File: config.mk
export PLATFORM = sky130hd
export DESIGN_NAME = analog_path_top
export DESIGN_NICKNAME = d
export VERILOG_FILES = /design/src/logic/dsp_pkg.sv /design/src/logic/conv_pkg.sv /design/src/logic/adc_frontend.sv /design/src/logic/analog_path_top.sv /design/src/logic/dac_interleaver.sv /design/src/logic/output_lane.sv
export SDC_FILE = /design/constraint.sdc
export NUM_CORES = 2
export LEC_CHECK = 0
export BUFFER_PORTS_ARGS = -buffer_cell sky130_fd_sc_hd__buf_2
export CORE_MARGIN = 5
export CORE_UTILIZATION = 35
export CTS_BUF_LIST = sky130_fd_sc_hd__clkbuf_4
export DETAILED_ROUTE_END_ITERATION = 10
export GPL_TIMING_DRIVEN = 1
export PLACE_DENSITY = 0.54
export SLEW_MARGIN = 20
export SYNTH_ARGS = -nofsm -noshare
export SYNTH_HDL_FRONTEND = slang
export SYNTH_SLANG_ARGS = --single-unit
File: constraint.sdc
create_clock -name adc_clk -period 7.25 [get_ports adc_clk]
set_input_delay 0 -clock adc_clk [delete_from_list [all_inputs] [get_ports adc_clk]]
set_output_delay 0 -clock adc_clk [all_outputs]
set_load 0.05 [all_outputs]
File: src/logic/dsp_pkg.sv
// Sample arithmetic package with stream types, window constants and lane inputs
package dsp_pkg;

  //////////////////////////////////////////////////////////////////////
  // Stream widths
  //////////////////////////////////////////////////////////////////////

  typedef logic signed [14-1:0] sample_t;  // Design stream, two's complement
  typedef logic signed [15-1:0] sum_t;     // Unclamped gen + ctrl
  typedef logic signed [20-1:0] acc_t;     // Window sum, 64 x 14 bit fits exactly

  //////////////////////////////////////////////////////////////////////
  // Constants
  //////////////////////////////////////////////////////////////////////

  localparam int AVG_LOG2 = 6;              // Window exponent
  localparam int AVG_LEN  = 1 << AVG_LOG2;  // 64 samples
  localparam int N_CH     = 2;              // Output channels A and B

  // Clamp limits of the 14 bit range
  localparam sample_t SAMPLE_MAX = 14'h1FFF;
  localparam sample_t SAMPLE_MIN = 14'h2000;

  // One channel's inputs, generator plus controller
  typedef struct packed {
    sample_t gen;   // Generator sample
    sample_t ctrl;  // Controller sample
  } lane_in_t;

endpackage

File: src/logic/conv_pkg.sv
// Converter package with ADC and DAC pin word formats and the channel pair type
package conv_pkg;

  //////////////////////////////////////////////////////////////////////
  // Pin formats
  //////////////////////////////////////////////////////////////////////

  typedef logic [16-1:0] adc_word_t;  // Raw ADC word, code in top 14 bits
  typedef logic [14-1:0] dac_code_t;  // Negative-slope offset code

  // Reserved low bits of the 16 bit converter word
  localparam int ADC_DROP_LSB = 2;

  // Channel pair crossing module boundaries
  // Field a is channel A (converter 0), b is channel B (converter 1)
  typedef struct packed {
    dsp_pkg::sample_t a;
    dsp_pkg::sample_t b;
  } ch_pair_t;

endpackage

File: src/logic/adc_frontend.sv
// ADC front end, captures both converter words and turns them into two's complement
`timescale 1ns/1ns

module adc_frontend (
  input  logic                      adc_clk,
  input  logic                      adc_rstn,
  input  conv_pkg::adc_word_t [1:0] adc_word_i,   // [0] channel A, [1] channel B
  input  logic                      loop_en_i,    // Digital loopback
  input  conv_pkg::ch_pair_t        loop_pair_i,  // Lane results
  output conv_pkg::ch_pair_t        adc_pair_o
);

  //////////////////////////////////////////////////////////////////////
  // Code extraction
  //////////////////////////////////////////////////////////////////////

  conv_pkg::dac_code_t code_a;  // Top 14 bits of word A
  conv_pkg::dac_code_t code_b;  // Top 14 bits of word B
  conv_pkg::ch_pair_t  adc_q;   // Captured samples

  // Drop reserved LSBs
  assign code_a = adc_word_i[0][$bits(conv_pkg::adc_word_t)-1:conv_pkg::ADC_DROP_LSB];
  assign code_b = adc_word_i[1][$bits(conv_pkg::adc_word_t)-1:conv_pkg::ADC_DROP_LSB];

  //////////////////////////////////////////////////////////////////////
  // Capture register
  //////////////////////////////////////////////////////////////////////

  // Negative slope to two's complement
  // MSB stays, the 13 lower bits flip
  always_ff @(posedge adc_clk) begin
    if (!adc_rstn) begin
      adc_q <= '0;  // Zero sample out of reset
    end else begin
      adc_q.a <= {code_a[13], ~code_a[12:0]};
      adc_q.b <= {code_b[13], ~code_b[12:0]};
    end
  end

  //////////////////////////////////////////////////////////////////////
  // Loopback select
  //////////////////////////////////////////////////////////////////////

  // Lane results bypass the converters, no added delay
  assign adc_pair_o = loop_en_i ? loop_pair_i : adc_q;

endmodule

File: src/logic/analog_path_top.sv
// Analog sample path top, ADC capture, per-channel output lanes and DAC interleaving
`timescale 1ns/1ns

module analog_path_top (
  input  logic                         adc_clk,
  input  logic                         adc_rstn,
  // ADC
  input  conv_pkg::adc_word_t [1:0]    adc_word_i,  // Raw converter words
  // Lane sources
  input  conv_pkg::ch_pair_t           gen_i,       // Generator samples
  input  conv_pkg::ch_pair_t           ctrl_i,      // Controller samples
  // Configuration
  input  logic                         loop_en_i,   // Digital loopback
  input  logic [dsp_pkg::N_CH-1:0]     avg_en_i,    // Boxcar enable per channel
  // Observation and DAC
  output conv_pkg::ch_pair_t           adc_dat_o,   // Captured ADC samples
  output conv_pkg::dac_code_t          dac_dat_o,   // Combined DAC data
  output logic                         dac_sel_o    // DAC channel select
);

  //////////////////////////////////////////////////////////////////////
  // Local wiring
  //////////////////////////////////////////////////////////////////////

  dsp_pkg::lane_in_t [dsp_pkg::N_CH-1:0] lane_in;   // Per channel inputs
  dsp_pkg::sample_t  [dsp_pkg::N_CH-1:0] lane_res;  // Per channel results
  conv_pkg::ch_pair_t                    lane_pair;

  assign lane_in[0] = '{gen: gen_i.a, ctrl: ctrl_i.a};  // Channel A
  assign lane_in[1] = '{gen: gen_i.b, ctrl: ctrl_i.b};  // Channel B

  assign lane_pair = '{a: lane_res[0], b: lane_res[1]};

  //////////////////////////////////////////////////////////////////////
  // Instances
  //////////////////////////////////////////////////////////////////////

  adc_frontend adc_frontend_inst (
    .adc_clk     (adc_clk   ),
    .adc_rstn    (adc_rstn  ),
    .adc_word_i  (adc_word_i),
    .loop_en_i   (loop_en_i ),
    .loop_pair_i (lane_pair ),  // Loopback source
    .adc_pair_o  (adc_dat_o )
  );

  for (genvar ch = 0; ch < dsp_pkg::N_CH; ch++) begin : g_lane
    output_lane output_lane_inst (
      .adc_clk  (adc_clk     ),
      .adc_rstn (adc_rstn    ),
      .lane_i   (lane_in[ch] ),
      .avg_en_i (avg_en_i[ch]),
      .result_o (lane_res[ch])
    );
  end

  dac_interleaver dac_interleaver_inst (
    .adc_clk     (adc_clk  ),
    .adc_rstn    (adc_rstn ),
    .lane_pair_i (lane_pair),
    .dac_dat_o   (dac_dat_o),
    .dac_sel_o   (dac_sel_o)
  );

endmodule

File: src/logic/dac_interleaver.sv
// DAC interleaver, converts both channels to offset code and time-shares one DAC bus
`timescale 1ns/1ns

module dac_interleaver (
  input  logic                adc_clk,
  input  logic                adc_rstn,
  input  conv_pkg::ch_pair_t  lane_pair_i,  // Lane results, A and B
  output conv_pkg::dac_code_t dac_dat_o,    // Combined DAC data
  output logic                dac_sel_o     // 1 = channel A on the bus
);

  //////////////////////////////////////////////////////////////////////
  // Two's complement to negative-slope code
  //////////////////////////////////////////////////////////////////////

  conv_pkg::dac_code_t code_a;
  conv_pkg::dac_code_t code_b;

  assign code_a = {lane_pair_i.a[13], ~lane_pair_i.a[12:0]};  // MSB kept
  assign code_b = {lane_pair_i.b[13], ~lane_pair_i.b[12:0]};

  //////////////////////////////////////////////////////////////////////
  // Output registers
  //////////////////////////////////////////////////////////////////////

  // Select toggles each clock, data follows the new select
  always_ff @(posedge adc_clk) begin
    if (!adc_rstn) begin
      dac_sel_o <= 1'b0;
      dac_dat_o <= 14'h1FFF;  // Code of a zero sample
    end else begin
      dac_sel_o <= ~dac_sel_o;
      dac_dat_o <= ~dac_sel_o ? code_a : code_b;  // A goes out with sel high
    end
  end

  //////////////////////////////////////////////////////////////////////
  // Checks
  //////////////////////////////////////////////////////////////////////

  // DAC expects a strict A/B alternation once out of reset
  assert property (@(posedge adc_clk) disable iff (!adc_rstn)
    $past(adc_rstn) |-> (dac_sel_o != $past(dac_sel_o)))
    else $error("dac_interleaver: select did not toggle");

endmodule

File: src/logic/output_lane.sv
// Output lane with saturating sum of generator and controller plus 64-tap boxcar mean
`timescale 1ns/1ns

module output_lane (
  input  logic              adc_clk,
  input  logic              adc_rstn,
  input  dsp_pkg::lane_in_t lane_i,
  input  logic              avg_en_i,   // 1 selects the windowed mean
  output dsp_pkg::sample_t  result_o
);

  //////////////////////////////////////////////////////////////////////
  // Saturating sum
  //////////////////////////////////////////////////////////////////////

  dsp_pkg::sum_t    sum;   // One guard bit
  dsp_pkg::sample_t sat;   // Clamped to 14 bits

  // Sign extend both, then add
  assign sum = dsp_pkg::sum_t'(lane_i.gen) + dsp_pkg::sum_t'(lane_i.ctrl);

  always_comb begin
    if (sum[14] != sum[13]) begin  // Overflow when top two bits differ
      sat = sum[14] ? dsp_pkg::SAMPLE_MIN : dsp_pkg::SAMPLE_MAX;
    end else begin
      sat = sum[13:0];
    end
  end

  //////////////////////////////////////////////////////////////////////
  // Boxcar window
  //////////////////////////////////////////////////////////////////////

  dsp_pkg::sample_t            hist [dsp_pkg::AVG_LEN];  // Last 64 clamped sums
  logic [dsp_pkg::AVG_LOG2:0]  idx;                      // Oldest entry, next to overwrite
  dsp_pkg::acc_t               acc;                      // Running window sum
  dsp_pkg::acc_t               acc_nxt;
  dsp_pkg::sample_t            mean;

  // New sample in, the one from 64 samples back out
  assign acc_nxt = acc + dsp_pkg::acc_t'(sat)
                   - dsp_pkg::acc_t'(hist[idx[dsp_pkg::AVG_LOG2-1:0]]);

  // Divide by 64, keeps the sign
  assign mean = dsp_pkg::sample_t'(acc_nxt >>> dsp_pkg::AVG_LOG2);

  // Window keeps running in both modes
  always_ff @(posedge adc_clk) begin
    if (!adc_rstn) begin
      idx      <= '0;
      acc      <= '0;
      result_o <= '0;
      for (int k = 0; k < dsp_pkg::AVG_LEN; k++) begin
        hist[k] <= '0;  // Empty window sums to zero
      end
    end else begin
      hist[idx[dsp_pkg::AVG_LOG2-1:0]] <= sat;  // Replace oldest
      acc       <= acc_nxt;
      if (idx == dsp_pkg::AVG_LEN - 1) begin
        idx <= '0;  // Circular wrap
      end else begin
        idx <= idx + 1'b1;
      end
      result_o <= avg_en_i ? mean : sat;  // Mode select
    end
  end

  //////////////////////////////////////////////////////////////////////
  // Checks
  //////////////////////////////////////////////////////////////////////

  // Running sum stays inside 64 times the clamp limits
  // A drift here means acc and the history went out of step
  assert property (@(posedge adc_clk) disable iff (!adc_rstn)
    (acc <= dsp_pkg::acc_t'(dsp_pkg::AVG_LEN * int'(dsp_pkg::SAMPLE_MAX))) &&
    (acc >= dsp_pkg::acc_t'(dsp_pkg::AVG_LEN * int'(dsp_pkg::SAMPLE_MIN))))
    else $error("output_lane: window sum out of bounds, acc=%h", acc);

  // Circular index never leaves the window
  assert property (@(posedge adc_clk) disable iff (!adc_rstn)
    idx < dsp_pkg::AVG_LEN)
    else $error("output_lane: index out of window, idx=%h", idx);

endmodule

==> results.json <==
{
  "skew_ns": 0.128,
  "h-tree-depth": 5,
  "grt_overflow": 0,
  "async_flop_share_pct": 0,
  "vias": 60934,
  "path_clk_slew_ns": 0.08,
  "drv_slew": 0,
  "hold_path_class": "in2reg",
  "max_stage_delay_ns": 0.89,
  "drt-pass1-iter-count": 6,
  "syn_area_sq_um": 83300,
  "final_cells": 10823,
  "avgSynthCellArea_sq_um": 12.3,
  "fmax_mhz": 140,
  "cts_buffer_depth": 4,
  "cp_slowest_cell": "a2111oi_0",
  "synthToLayoutAreaGrowth_pct": 15.7,
  "drc": 0,
  "rows": 179,
  "worst_r2r_path_depth": 18,
  "start_util_pct": 35.1,
  "first_global_vias": 60775,
  "setup_violations": 0,
  "final_common_cell": "nor2_1",
  "setup_slack_ns": 0.120,
  "ys.flop_type": "edfxtp_1",
  "syn_nets": 6966,
  "final_hold_viol_count": 0,
  "final_nets": 7509,
  "p_per_area_nw_per_um2": 295,
  "synth_largest_area_cell": "edfxtp_1",
  "relSlewSlack_pct": 28.0,
  "drt_first_iter_violations": 7533,
  "ioPinCount": 136,
  "hold_depth": 10,
  "rr_endpoint": "g_lane[1].output_lane_inst.result_o[6]$_SDFF_PN0_",
  "critPathArrivalTime_ns": 8.44,
  "cp.required_ns": 8.56,
  "cp-startpoint": "g_lane[1].output_lane_inst.idx[1]$_SDFF_PP0_",
  "post_cts_buffers": 0,
  "routedWlPerCell_um": 26.3,
  "place.gp.congestion": 0.913,
  "die_area_sq_um": 248000,
  "critical_path_class": "reg2reg",
  "hold_slack_ns": 0.140,
  "min_to": "g_lane[1].output_lane_inst.acc[1]$_SDFF_PN0_",
  "cts_sinks": 1917,
  "layout-drive-gt1-share_pct": 17.5,
  "ys_seq_area_share_pct": 67.6,
  "cts_buffers": 485,
  "finalCritPeriodShare_pct": 98.3,
  "place_ws_ns": 0.294,
  "via_per_inst": 5.63,
  "die_h_um": 498,
  "grt_pass1_wl_um": 414000,
  "mostFrequentLayoutCells": "nor2_1 (1924), edfxtp_1 (1792), clkbuf_4 (715)",
  "grt_max_degree": 75,
  "rsz0062_at_grt": "false",
  "worst_pin_slew_ns": 1.07,
  "worst-path-buf-inv": 2,
  "reg2reg_slack_ns": 0.12,
  "track_usage_pct": 22.3,
  "postRouteAntennaNets": 0,
  "cts_root_buf": "clkbuf_4",
  "start_kind": "flip-flop",
  "worst_setup_path_end_kind": "flip-flop",
  "synth_top_cell_area_share_pct": 64.6,
  "drv_cap": 0,
  "cts_tree": "built",
  "synth_cells": 6763,
  "clkLatencyLatePin_ns": 1.46,
  "post-place-cells": 9737,
  "dpl.hpwl_um": 167000,
  "p_leak_nw": 36.1,
  "critical-path-top-delay-family": "compound AO/OA/AOI/OAI gates",
  "synth_warnings": 0,
  "outcome": "finished clean",
  "wirelength_um": 285000,
  "portBuffers": 131,
  "r2r-start": "g_lane[1].output_lane_inst.idx[1]$_SDFF_PP0_",
  "fillCellCount": 22585,
  "irDropWorstVdd_mv": 0.253,
  "synth_area_leaders": "edfxtp_1 (65%), nor2_1 (8.7%), a22oi_1 (5.5%)",
  "fp.coreArea_sq_um": 237000,
  "setup-tns-final_ns": 0,
  "synth-edff-count": 1792,
  "path_cells": "and3b_4 > buf_4 > a221oi_1 > a31oi_1 > a2111oi_0 > o211ai_1 > a21oi_1 > fa_1 > ha_1 > o21a_1 > o21a_1 > o31a_1 > a21bo_2 > a21o_1 > a21oi_1 > xnor2_1 > a31o_2 > dlygate4sd3_1",
  "fin_crit_ns": 7.13,
  "path_max_fanout": 22,
  "antenna_found_initial": 7,
  "hp-start": "gen_i[12]",
  "dieWidth_um": 498,
  "ys_types": 85,
  "ys_ff_latch": 1917
}
==> tightest hold or removal path, delay by kind of cell <==
| kind | cells | cell delay [ns] |
|---|---|---|
| adder cells (fa/ha/maj) | 3 | 0.57 |
| AO/OA/AOI/OAI | 3 | 0.44 |
| AND/OR/NAND/NOR | 2 | 0.31 |
| buffers and inverters | 1 | 0.08 |
| XOR/XNOR | 1 | 0.08 |
==> final cells by class <==
type / instances / area (sq um) / area share, %
Inverter: 129 / 484 / 0.503
Clock inverter: 112 / 623 / 0.647
Tap cell: 3167 / 3960 / 4.11
Clock buffer: 715 / 5370 / 5.57
Antenna cell: 10 / 25.0 / 0.0260
Timing Repair Buffer: 680 / 5610 / 5.82
Multi-Input combinational cell: 4093 / 24000 / 24.9
Sequential cell: 1917 / 56300 / 58.5
==> power by group <==
part / switching [W] / internal (W) / leakage, nW
combinational: 0.00434 / 0.00211 / 13.0
sequential: 0.000242 / 0.0127 / 19.6
clock: 0.00438 / 0.00471 / 3.58
total: 0.00896 / 0.0195 / 36.1
==> flip-flops by register name (all words and copies together) (netlist names) <==
register,flops
dac_interleaver_inst.dac_sel_o,1
g_lane.output_lane_inst.idx,14
g_lane.output_lane_inst.result_o,28
adc_frontend_inst.adc_q,28
g_lane.output_lane_inst.acc,40
dac_interleaver_inst.dac_dat_o,14
g_lane.output_lane_inst.hist,1792
==> cells by family after synthesis <==
| logic type | synth area share [%] |
|---|---|
| flip-flops | 67.6 |
| AO/OA/AOI/OAI | 12.3 |
| multiplexers | 1.59 |
| buffers and inverters | 4.07 |
| adder cells (fa/ha/maj) | 2.04 |
| XOR/XNOR | 0.630 |
| AND/OR/NAND/NOR | 11.7 |
==> synthesized netlist by cell type (all sizes together), types with 5 or more instances <==
cell type	n
and3b	9
mux2	64
o21ai	181
o22ai	7
nand3	39
or2	7
a32oi	5
nand4	48
nor3b	12
o2bb2ai	13
a221oi	112
nor2	1924
edfxtp	1792
or3	8
a21o	29
and2	37
a41oi	61
and3	16
mux4	17
ha	70
a22o	105
mux2i	22
xor2	20
clkbuf	378
fa	40
a22oi	612
nor3	17
o21bai	7
o21a	10
xnor2	39
buf	246
nor2b	18
a211oi	14
nor4	25
dfxtp	125
o211ai	8
a21oi	119
a31oi	95
a2111oi	5
nand3b	6
inv	127
nand2b	15
nand2	207
==> routing by layer <==
metal / global-route usage (%) / vias to the layer above / wire [um]
met5: 0 / - / 7
met4: 7.35 / 2 / 8630
met3: 6.01 / 510 / 32700
met2: 34.1 / 3636 / 128000
met1: 30.9 / 30561 / 116000
li1: - / 26225 / -
==> metrics by stage <==
stage	util (%)	cell area (sq um)	power, W
floorplan	-	83300	0.0173
global placement	37.0	87800	0.0191
detailed placement	37.0	87800	0.0192
CTS	40.5	96300	0.0285
global route	40.6	96400	0.0298
finish	40.6	96400	0.0285
==> worst max-delay path by stage <==
stage / to / slack (ns) / depth (start not counted)
6_report: g_lane[1].output_lane_inst.result_o[6]$_SDFF_PN0_ / 0.12 / 18
5_1_grt: g_lane[1].output_lane_inst.result_o[13]$_SDFF_PN0_ / 0.01 / 18
4_1_cts: g_lane[1].output_lane_inst.result_o[6]$_SDFF_PN0_ / 0.06 / 29
3_5_place_dp: g_lane[1].output_lane_inst.result_o[13]$_SDFF_PN0_ / 0.29 / 19
3_3_place_gp: g_lane[1].output_lane_inst.result_o[13]$_SDFF_PN0_ / 0.29 / 19
2_1_floorplan: g_lane[1].output_lane_inst.result_o[13]$_SDFF_PN0_ / 2.07 / 24
==> timing repair <==
item,in CTS,in global routing
endpoints found under the hold margin,3386,0
hold buffers,249,0
resized for setup,0,14
setup endpoints to repair,0,7
Power figures use the tool's default switching activity.
